==> config.mk <==
export PLATFORM = sky130hd
export DESIGN_NAME = dynaq_training_controller
export DESIGN_NICKNAME = d
export VERILOG_FILES = /design/src/logic/dynaq_io_pkg.sv /design/src/logic/dynaq_state_pkg.sv /design/src/logic/dynaq_training_controller.sv /design/src/logic/datapath_strobe_decoder.sv /design/src/logic/training_sequencer.sv
export SDC_FILE = /design/constraint.sdc
export NUM_CORES = 1
export LEC_CHECK = 0
export BUFFER_PORTS_ARGS = -buffer_cell sky130_fd_sc_hd__buf_2
export CAP_MARGIN = 20
export CORE_MARGIN = 2
export CORE_UTILIZATION = 45
export DETAILED_ROUTE_END_ITERATION = 10
export GPL_ROUTABILITY_DRIVEN = 0
export PLACE_DENSITY_LB_ADDON = 0.05
export SYNTH_ARGS = -nofsm -noshare
export SYNTH_HDL_FRONTEND = slang
export SYNTH_SLANG_ARGS = --single-unit
==> constraint.sdc <==
create_clock -name clk -period 2 [get_ports clk]
set_input_delay 0.3 -clock clk [delete_from_list [all_inputs] [get_ports clk]]
set_output_delay 0.3 -clock clk [all_outputs]
set_load 0.01 [all_outputs]
==> src/logic/dynaq_io_pkg.sv <==
`default_nettype none

package dynaq_io_pkg;

    localparam int TX_BYTE_W = 8;

    // Report bytes sent to the serial transmitter
    localparam logic [TX_BYTE_W-1:0] TX_CODE_REPORT = 8'h0A;
    localparam logic [TX_BYTE_W-1:0] TX_CODE_DONE   = 8'h0D;

    // Everything the controller drives towards the Q-learning datapath
    typedef struct packed {
        // Register write enables
        logic                 update_episode;
        logic                 history_table;
        logic                 history_table_2;
        logic                 g_register;
        logic                 max_register;
        logic                 reward_register;
        logic                 qvalue;
        logic                 step_count;
        logic                 action_register;
        logic                 current_location;
        logic                 next_location;
        logic                 temp_next_location;
        logic                 epsilon_register;
        logic                 epsilon_threshold;
        logic                 remember_mode;       // Replay addressing
        logic                 naddr_environment;
        // Datapath mux selects
        logic                 current_location_select;
        logic                 g_register_select;
        logic                 step_count_select;
        logic                 equal_select;
        // Q table write port
        logic                 w_qtable_en;
        // Transmitter side
        logic                 tx_dv;
        logic                 tx_sel;
        logic [TX_BYTE_W-1:0] tx_data;
    } datapath_strobes_t;

endpackage

`default_nettype wire

==> src/logic/dynaq_state_pkg.sv <==
`default_nettype none

package dynaq_state_pkg;

    localparam int STATE_W    = 5;
    localparam int NUM_STATES = 20;

    // Training sequence states, codes match the datapath documentation
    typedef enum logic [STATE_W-1:0] {
        ST_INIT     = 5'd0,   // Episode start
        ST_S1       = 5'd1,   // Action choice
        ST_S2       = 5'd2,
        ST_S3       = 5'd3,   // Reward and next location
        ST_S4       = 5'd4,
        ST_S5       = 5'd5,   // Max-Q
        ST_S6       = 5'd6,
        ST_S7       = 5'd7,   // Q update, branch to replay
        ST_S8       = 5'd8,   // Replay pass S8..S14
        ST_S9       = 5'd9,
        ST_S10      = 5'd10,
        ST_S11      = 5'd11,
        ST_S12      = 5'd12,
        ST_S13      = 5'd13,
        ST_S14      = 5'd14,
        ST_S15      = 5'd15,  // Step end
        ST_S16      = 5'd16,  // Report bytes S16..S18
        ST_S17      = 5'd17,
        ST_S18      = 5'd18,
        ST_DECISION = 5'd19   // Idle until start
    } train_state_t;

    localparam train_state_t RESET_STATE = ST_DECISION;

endpackage

`default_nettype wire
==> src/logic/dynaq_training_controller.sv <==
`timescale 1ns/1ps
`default_nettype none

module dynaq_training_controller
    import dynaq_state_pkg::*;
    import dynaq_io_pkg::*;
(
    input  logic                 clk,
    input  logic                 reset,
    input  logic                 start,
    input  logic                 next,
    input  logic                 completed,
    input  logic                 done,
    input  logic                 remember_done,   // Kept for pin compatibility
    input  logic                 tx_done,
    input  logic                 remember_en,
    output logic                 w_history_table_enable,
    output logic                 w_history_table_enable_2,
    output logic                 update_episode_enable,
    output logic                 w_g_register_enable,
    output logic                 w_max_register_enable,
    output logic                 w_reward_register_enable,
    output logic                 w_qvalue_enable,
    output logic                 w_step_count_enable,
    output logic                 w_action_register_enable,
    output logic                 w_curent_location_enable,
    output logic                 w_next_location_enable,
    output logic                 w_temp_next_location_enable,
    output logic                 w_epsilon_register_enable,
    output logic                 w_epsilon_threshhold_enable,
    output logic                 remember_mode,
    output logic                 naddr_enviroment_register_en,
    output logic                 w_curent_location_select,
    output logic                 w_g_register_select,
    output logic                 w_step_count_select,
    output logic                 equal_select,
    output logic                 w_qtable_en,
    output logic                 tx_dv,
    output logic                 tx_sel,
    output logic [TX_BYTE_W-1:0] tx_data,
    output logic [STATE_W-1:0]   current_state
);

    train_state_t      state;
    logic              step_freeze;
    datapath_strobes_t strobes;

    training_sequencer u_training_sequencer (
        .clk         (clk),
        .reset       (reset),
        .start       (start),
        .next        (next),
        .completed   (completed),
        .done        (done),
        .remember_en (remember_en),
        .tx_done     (tx_done),
        .state       (state),
        .step_freeze (step_freeze)
    );

    datapath_strobe_decoder u_datapath_strobe_decoder (
        .state       (state),
        .step_freeze (step_freeze),
        .completed   (completed),
        .strobes     (strobes)
    );

    assign current_state = state;

    // Pin names follow the existing datapath, spelling included
    assign update_episode_enable        = strobes.update_episode;
    assign w_history_table_enable       = strobes.history_table;
    assign w_history_table_enable_2     = strobes.history_table_2;
    assign w_g_register_enable          = strobes.g_register;
    assign w_max_register_enable        = strobes.max_register;
    assign w_reward_register_enable     = strobes.reward_register;
    assign w_qvalue_enable              = strobes.qvalue;
    assign w_step_count_enable          = strobes.step_count;
    assign w_action_register_enable     = strobes.action_register;
    assign w_curent_location_enable     = strobes.current_location;
    assign w_next_location_enable       = strobes.next_location;
    assign w_temp_next_location_enable  = strobes.temp_next_location;
    assign w_epsilon_register_enable    = strobes.epsilon_register;
    assign w_epsilon_threshhold_enable  = strobes.epsilon_threshold;
    assign remember_mode                = strobes.remember_mode;
    assign naddr_enviroment_register_en = strobes.naddr_environment;
    assign w_curent_location_select     = strobes.current_location_select;
    assign w_g_register_select          = strobes.g_register_select;
    assign w_step_count_select          = strobes.step_count_select;
    assign equal_select                 = strobes.equal_select;
    assign w_qtable_en                  = strobes.w_qtable_en;
    assign tx_dv                        = strobes.tx_dv;
    assign tx_sel                       = strobes.tx_sel;
    assign tx_data                      = strobes.tx_data;

endmodule

`default_nettype wire

==> src/logic/datapath_strobe_decoder.sv <==
`timescale 1ns/1ps
`default_nettype none

module datapath_strobe_decoder
    import dynaq_state_pkg::*;
    import dynaq_io_pkg::*;
(
    input  train_state_t      state,
    input  logic              step_freeze,
    input  logic              completed,
    output datapath_strobes_t strobes
);

    always_comb begin
        strobes         = '0;
        strobes.tx_data = TX_CODE_REPORT;   // Idle byte on the transmitter

        case (state)
            ST_INIT: begin
                strobes.update_episode     = 1'b1;
                strobes.next_location      = 1'b1;
                strobes.step_count         = !step_freeze;
                strobes.current_location   = 1'b1;
                strobes.temp_next_location = 1'b1;
                strobes.history_table      = 1'b1;
                strobes.history_table_2    = 1'b1;
            end
            ST_S1: begin
                strobes.qvalue                  = 1'b1;
                strobes.current_location        = completed;  // Reload start location
                strobes.current_location_select = 1'b1;
                strobes.equal_select            = 1'b1;
            end
            ST_S2: begin
                strobes.step_count              = !step_freeze;
                strobes.action_register         = 1'b1;
                strobes.epsilon_register        = 1'b1;
                strobes.current_location_select = 1'b1;
                strobes.step_count_select       = 1'b1;
                strobes.equal_select            = 1'b1;
            end
            ST_S3: begin
                strobes.reward_register         = 1'b1;
                strobes.naddr_environment       = 1'b1;
                strobes.next_location           = 1'b1;
                strobes.current_location_select = 1'b1;
            end
            ST_S4: begin
                strobes.qvalue                  = 1'b1;
                strobes.temp_next_location      = completed;
                strobes.epsilon_threshold       = !completed;  // Only while learning
                strobes.current_location_select = 1'b1;
            end
            ST_S5: begin
                strobes.max_register = 1'b1;
                strobes.equal_select = 1'b1;
            end
            ST_S6: begin
                strobes.g_register   = 1'b1;
                strobes.equal_select = 1'b1;
            end
            ST_S7: begin
                strobes.g_register              = 1'b1;
                strobes.temp_next_location      = 1'b1;
                strobes.current_location_select = 1'b1;
                strobes.g_register_select       = 1'b1;
            end
            ST_S8: begin
                strobes.current_location        = 1'b1;
                strobes.w_qtable_en             = 1'b1;
                strobes.current_location_select = 1'b1;
                strobes.equal_select            = 1'b1;
            end
            ST_S9: begin
                strobes.history_table_2         = 1'b1;
                strobes.remember_mode           = 1'b1;
                strobes.current_location_select = 1'b1;
                strobes.equal_select            = 1'b1;
            end
            ST_S10, ST_S11: begin
                strobes.qvalue                  = (state == ST_S10);
                strobes.remember_mode           = (state == ST_S10);
                strobes.max_register            = (state == ST_S11);
                strobes.current_location_select = 1'b1;
                strobes.step_count_select       = 1'b1;
                strobes.equal_select            = 1'b1;
            end
            ST_S12: begin
                strobes.g_register   = 1'b1;
                strobes.equal_select = 1'b1;
            end
            ST_S13: begin
                strobes.g_register              = 1'b1;
                strobes.remember_mode           = 1'b1;
                strobes.current_location_select = 1'b1;
                strobes.equal_select            = 1'b1;
                strobes.g_register_select       = 1'b1;
            end
            ST_S14: begin
                strobes.w_qtable_en             = 1'b1;
                strobes.history_table           = 1'b1;
                strobes.remember_mode           = 1'b1;
                strobes.current_location_select = 1'b1;
                strobes.g_register_select       = 1'b1;
            end
            ST_S15, ST_S16, ST_S17, ST_S18: begin
                strobes.current_location_select = 1'b1;
                strobes.step_count_select       = 1'b1;
                strobes.equal_select            = 1'b1;
                // Step end writes, report states drive the transmitter
                strobes.current_location = (state == ST_S15);
                strobes.w_qtable_en      = (state == ST_S15);
                strobes.history_table    = (state == ST_S15);
                strobes.tx_dv            = (state != ST_S15);
                strobes.tx_sel           = (state == ST_S17) || (state == ST_S18);
                if (state == ST_S17) begin
                    strobes.tx_data = TX_CODE_DONE;
                end
            end
            default: begin
                // ST_DECISION and unused codes keep everything low
            end
        endcase
    end

endmodule

`default_nettype wire

==> src/logic/training_sequencer.sv <==
`timescale 1ns/1ps
`default_nettype none

module training_sequencer
    import dynaq_state_pkg::*;
(
    input  logic         clk,
    input  logic         reset,
    input  logic         start,
    input  logic         next,
    input  logic         completed,
    input  logic         done,
    input  logic         remember_en,
    input  logic         tx_done,
    output train_state_t state,
    output logic         step_freeze
);

    train_state_t next_state;
    logic         done_flag;   // Episode finished, seen at step end

    always_ff @(posedge clk or negedge reset) begin
        if (!reset) begin
            state <= RESET_STATE;
        end else begin
            state <= next_state;
        end
    end

    // Cleared every step in S4, reloaded from done in S15
    always_ff @(posedge clk or negedge reset) begin
        if (!reset) begin
            done_flag <= 1'b0;
        end else if (state == ST_S4) begin
            done_flag <= 1'b0;
        end else if (state == ST_S15) begin
            done_flag <= done;
        end
    end

    // Once training is complete the step counter stops for good
    always_ff @(posedge clk or negedge reset) begin
        if (!reset) begin
            step_freeze <= 1'b0;
        end else if (state == ST_DECISION && completed) begin
            step_freeze <= 1'b1;
        end
    end

    always_comb begin
        case (state)
            ST_DECISION: begin
                if (!completed) begin
                    next_state = start ? ST_INIT : ST_DECISION;
                end else begin
                    next_state = !next ? ST_INIT : ST_DECISION;
                end
            end
            ST_INIT: next_state = ST_S1;
            ST_S1:   next_state = (completed && !next) ? ST_S1 : ST_S2;  // Hold for next
            ST_S2:   next_state = done ? ST_INIT : ST_S3;
            ST_S3:   next_state = ST_S4;
            ST_S4:   next_state = completed ? ST_S16 : ST_S5;
            ST_S5:   next_state = ST_S6;
            ST_S6:   next_state = ST_S7;
            ST_S7:   next_state = (remember_en || done) ? ST_S8 : ST_S15;
            ST_S8:   next_state = ST_S9;
            ST_S9:   next_state = ST_S10;
            ST_S10:  next_state = ST_S11;
            ST_S11:  next_state = ST_S12;
            ST_S12:  next_state = ST_S13;
            ST_S13:  next_state = ST_S14;
            ST_S14: begin
                if (!done_flag) begin
                    next_state = ST_S1;
                end else begin
                    next_state = completed ? ST_DECISION : ST_INIT;
                end
            end
            ST_S15:  next_state = done_flag ? ST_INIT : ST_S1;
            ST_S16:  next_state = tx_done ? ST_S17 : ST_S16;  // Wait on transmitter
            ST_S17:  next_state = tx_done ? ST_S18 : ST_S17;
            ST_S18: begin
                if (!tx_done) begin
                    next_state = ST_S18;
                end else begin
                    next_state = done_flag ? ST_DECISION : ST_S1;
                end
            end
            default: next_state = ST_INIT;   // Unused codes
        endcase
    end

endmodule

`default_nettype wire

==> reports/summary.txt, run 1 <==
Synthesis-stage register bit count: 7
Worst Setup SP: u_training_sequencer.state[1]
Syn Inst Count: 146
Mapped cell area: 1050 um2
Hold WC Path Type: input pin to register
Share of cells above drive strength 1: 36.3%
Final slew viol count: 0
Die area: 2730 um2
Ant diodes: 0
Crit-path slowest cell: dfstp_4
Cells along the critical path: buf_4 > a21oi_1 > a222oi_1 > buf_2
Final Util: 57.8%
FF-to-FF Start: u_training_sequencer.state[1]
Post-synth EDFFs: 0
Pwr Density: 1840 nW/um2
Reg power frac: 16.9%
Post-layout min period: 1.92 ns
Switch share: 53.3%
Post-place setup slack: 0.243 ns
R2R cell count: 5
Fin worst setup slack: 0.0835 ns
Avg Cell Area, Syn: 7.18 um2
Routed len/inst: 14.5 um
Synth async-reset ratio: 100%
Vias in the first global route: 1026
Core area: 2210 um2
Max VDD drop: 0.00116 V
Static leakage: 0.593 nW
CP Data Arrival Time: 1.62 ns
Design Area, Final: 1280 um2
Seq/Total Area, Yosys: 17.1%
Final Hold Viols: 0
CTS Buf Count: 3
RSZ-0062 raised after global routing: yes
Insertion delay to the later sink of the worst-skew pair: 0.25 ns
Max_cap viols: 0
Total power draw: 2.35 mW
CP Capture Type: output pin
Max Clock Freq: 0.522 GHz
CTS root buffer: clkbuf_4
Clock power frac: 5.3%
Initial core utilization: 47.4%
R2R Setup Slk: 0.28 ns
Final TNS setup: 0 ns
Logic pwr share: 77.8%
Hold Crit Depth: 2
Total track usage: 23.7%
CTS sink count: 7
Dominant synthesized flop cell: dfrtp_1
Final setup fails: 0
Final cell count without fillers: 207
Initial antenna violation count: 0
Placement Cell Area: 1200 um2
# IOs: 45
Global route total overflow: 0
RR Endpoint: u_training_sequencer.state[0]
Critical path class: register to output pin
Crit-path max cell delay: 0.70 ns
CTS tree: built
Worst Hold Launch: completed
First-pass GRT wire length: 4.89 mm
Hold_ws: 0.347 ns
Power Internal: 1.10 mW
Period utilisation layout: 95.8%
Total Wirelength: 3.01 mm
Nets: 189
DRT Pass-1 Iters: 4
H-tree levels: 1
DRC violations left: 0
Die outline height: 52.3 um
Yosys warning total: 0
Skew final: 0.00239 ns
Layout area overhead: 22.0%
DRT iter0 DRCs: 43
CP max FO: 14
CP Launch Type: register
Post-DRT Antenna Nets: 0
DR vias: 1204
Die width: 52.3 um
Largest net degree at the start of global routing: 27
Number of vias per cell: 5.82
Detailed placement HPWL: 2.22 mm
Sw Pwr: 1.25 mW
Status: finished, final reports clean
Count of different cell masters after synthesis: 46
Min-Delay Endpoint: u_training_sequencer.step_freeze
CTS clk-pin slew, worst paths: 0.05 ns
Row count: 17
IO Port Bufs: 38
Clk buf depth: 2
WP data required: 1.70 ns
DP Cell Count: 200
cells in the final DEF, fill, tap and decap left out, types with 3 or more instances in the layout:
cell | Yosys | routed
inv_1 | 4 | 4
nand4_1 | 5 | 5
conb_1 | 2 | 5
nor3_1 | 6 | 5
o211ai_1 | 3 | 3
nor2b_1 | 5 | 4
buf_4 | 13 | 6
a21oi_1 | 12 | 12
nand3_1 | 6 | 6
nor3b_1 | 3 | 3
nand2b_1 | 4 | 4
nand2_1 | 9 | 9
clkbuf_4 | 0 | 3
nor2_1 | 15 | 13
a31oi_1 | 4 | 4
mux2i_1 | 3 | 3
dfrtp_1 | 4 | 3
buf_2 | 4 | 38
o21ai_0 | 4 | 4
nor3_2 | 2 | 3
what timing repair did:
item / 4_1_cts / 5_1_grt
setup buffers: 0 / 2
hold endpoints to repair: 4 / 0
gates resized for setup: 3 / 7
endpoints found under the setup margin: 2 / 11
pin swaps: 0 / 1
hold buffers: 1 / 0
cell type report:
| type | count | area, um2 |
|---|---|---|
| Tap cell | 28 | 35.0 |
| Sequential cell | 7 | 188 |
| Fill cell | 233 | 933 |
| Timing Repair Buffer | 48 | 285 |
| Multi-Input combinational cell | 116 | 729 |
| Inverter | 4 | 15.0 |
| Clock buffer | 4 | 26.3 |
worst max-delay path: cells and delay by family, from the launching register on:
family	cells	cell delay, ns
buffers and inverters	2	0.34
AOI/OAI and AO/OA	2	0.32
DFF	1	0.70
worst max-delay path by stage:
stage                                          end  slack [ns]  cells after the start
after floorplan           w_curent_location_select        0.21                      4
after global placement      w_next_location_enable        0.24                      5
after detailed placement    w_next_location_enable        0.24                      4
after CTS                      w_step_count_select        0.02                      4
after global routing           w_step_count_select     -0.0004                      4
final                     w_curent_location_select        0.08                      4
routing by layer:
layer  part of all wire, %  GRT usage [%]  up-vias
met5                     0              0        -
met4                   1.1           5.98        0
met3                   7.9           3.71        4
met2                    48           39.9       55
met1                    43           31.5      559
li1                      -              -      586
synthesized netlist by cell type (3+ instances only):
master     n  area share, %
o211ai_1   3            2.1
buf_2      4            1.9
dfstp_2    3            7.5
nor2b_1    5            3.0
nand2_1    9            3.2
a21oi_1   12            5.7
clkbuf_1   3            1.1
nor3_1     6            2.9
mux2i_1    3            2.9
nand4_1    5            3.0
o21ai_0    4            1.9
nand2b_1   4            2.4
a31oi_1    4            2.4
nand3_1    6            2.9
dfrtp_1    4            9.5
nor3b_1    3            2.1
inv_1      4            1.4
buf_4     13            9.3
nor2_1    15            5.4
kinds of logic after synthesis:
group | share of synthesized area [%]
simple gates | 35.1
compound gates | 26.7
buf+inv | 15.9
flops | 17.1
mux | 2.86
xor+xnor | 1.67
other cells | 0.716
power by group through the flow:
stage	combinational (mW)	clock, mW	sequential [mW]
floorplan	1.34	0	0.288
global placement	1.72	0	0.388
detailed placement	1.73	0	0.389
CTS	1.75	0.128	0.393
global route	2.01	0.143	0.419
finish	1.83	0.124	0.398
sequential cells by signal, indices dropped and copies added (netlist names):
register                          flops
u_training_sequencer.step_freeze      1
u_training_sequencer.state            5
u_training_sequencer.done_flag        1
Note: power is estimated with default switching activity, not from simulation.
==> inputs of run 2 (changes only) <==
Clock period 2 ns to 1.8 ns, I/O delays scaled along.
==> reports/summary.txt, run 2 (synthesized netlist as in run 1, its figures left out) <==
Post-layout min period: 1.87 ns
CP Data Arrival Time: 1.60 ns
IO Port Bufs: 38
DRT iter0 DRCs: 82
DRT met1 WL: 1.41 mm
Final setup fails: 7
Share of cells above drive strength 1: 50.2%
FF-to-FF Start: u_training_sequencer.state[4]
CTS tree: built
FF/Latch Area: 181 um2
Total Wirelength: 3.65 mm
Die outline height: 52.3 um
DRT Pass-1 Iters: 5
Most common cell after layout, fill and taps aside: buf_2
Die width: 52.3 um
DRC violations left: 0
Die area: 2730 um2
Total track usage: 26.8%
RR Endpoint: u_training_sequencer.state[1]
Skew final: 0.00630 ns
Number of vias per cell: 6.01
Clk buf depth: 2
Final Hold Viols: 0
DR vias: 1401
Worst Hold Launch: completed
Fin worst setup slack: -0.0698 ns
Final Util: 73.2%
Post-place setup slack: 0.0697 ns
Hold WC Path Type: input pin to register
Biggest regs: u_training_sequencer.state: 5 flops, u_training_sequencer.done_flag: 1 flops, u_training_sequencer.step_freeze: 1 flops
Multi-input combinational cell area: 807 um2
Max VDD drop: 0.00161 V
CTS Buf Count: 3
CTS clk-pin slew, worst paths: 0.05 ns
DP Cell Count: 208
Insertion delay to the later sink of the worst-skew pair: 0.25 ns
Post-DRT Antenna Nets: 0
First-pass GRT wire length: 5.62 mm
R2R Setup Slk: 0.09 ns
Most frequent cells in the layout: 38 x buf_2, 23 x buf_4, 13 x nor2_1, 11 x a21oi_1
RSZ-0062 raised after global routing: yes
Largest net degree at the start of global routing: 13
R2R cell count: 6
Global route total overflow: 0
Layout area overhead: 54.4%
Nets: 215
CP max FO: 6
Critical Path End: w_qvalue_enable
Static leakage: 0.766 nW
Failing checks: setup timing
Final slew viol count: 0
Vias in the first global route: 1174
Period utilisation layout: 104%
Worst Setup SP: u_training_sequencer.state[0]
CTS sink count: 7
Row count: 17
Critical path class: register to output pin
Initial core utilization: 47.4%
Met3 wire len: 359 um
Met2 routed WL: 1.83 mm
Detailed placement HPWL: 2.37 mm
Status: complete, but fails checks
Final cell count without fillers: 233
CP Capture Type: output pin
Max_cap viols: 0
WP data required: 1.53 ns
Core area: 2210 um2
Top layer in use: met4
CTS root buffer: clkbuf_4
Fill cells: 178
Top reg by flops: u_training_sequencer.state
# IOs: 45
Hold Crit Depth: 2
Pwr Density: 2120 nW/um2
H-tree levels: 1
Ant diodes: 0
Max Clock Freq: 0.535 GHz
Initial antenna violation count: 0
CP Launch Type: register
Number of flip-flops under the largest register name: 5
Routed len/inst: 15.7 um
run 2: cell count changes in the layout (fill, tap and decap cells not counted), sizes merged:
| cell | change |
|---|---|
| buf | +26 |
| clkbuf | -1 |
| bufbuf | +1 |
run 2: worst min-delay path by stage:
stage | end | slack (ns)
floorplan | u_training_sequencer.done_flag | -0.03
global placement | u_training_sequencer.step_freeze | 0.10
detailed placement | u_training_sequencer.done_flag | 0.11
CTS | u_training_sequencer.step_freeze | 0.31
global route | u_training_sequencer.step_freeze | 0.33
finish | u_training_sequencer.step_freeze | 0.32
run 2: cell type report:
class,count,share of cell area [%]
multi-input combinational,116,49.8
timing repair buffer,74,34.2
inverter,4,0.927
tap,28,2.16
sequential,7,11.2
clock buffer,4,1.62
run 2: what timing repair did:
action / in CTS / in global routing
endpoints found under the setup margin: 12 / 24
pin swaps: 5 / 6
gates resized for setup: 17 / 21
cloned: 1 / 0
endpoints found under the hold margin: 4 / 0
hold buffers: 1 / 0
buffers inserted: 14 / 5
run 2: power breakdown:
group | switching [mW] | internal [mW] | total, mW
registers | 0.123 | 0.254 | 0.377
logic | 1.49 | 1.43 | 2.93
clock network | 0.0528 | 0.0842 | 0.137
total | 1.67 | 1.77 | 3.44
run 2: through the flow:
step | hold WS, ns | setup TNS, ns | cell area, um2 | power, mW
6_report | 0.320 | -0.276 | 1620 | 3.44
5_1_grt | 0.329 | -1.26 | 1620 | 3.66
4_1_cts | 0.313 | -0.0513 | 1500 | 3.07
3_5_place_dp | 0.107 | 0 | 1270 | 2.52
3_3_place_gp | 0.101 | 0 | 1270 | 2.50
2_1_floorplan | -0.0256 | 0 | 1060 | 1.81
run 2: routing by layer:
metal	global-route usage [%]	up-vias
met5	0	-
met4	3.85	0
met1	35.5	646
li1	-	641
met2	47.3	106
met3	3.43	8
run 2: critical path, cell delays in order, from the launching register on:
cell and delay [ns]:
dfstp_2 0.59, nor2b_1 0.27, mux2i_1 0.13, a2bb2oi_1 0.15, nor2_1 0.08, buf_2 0.13
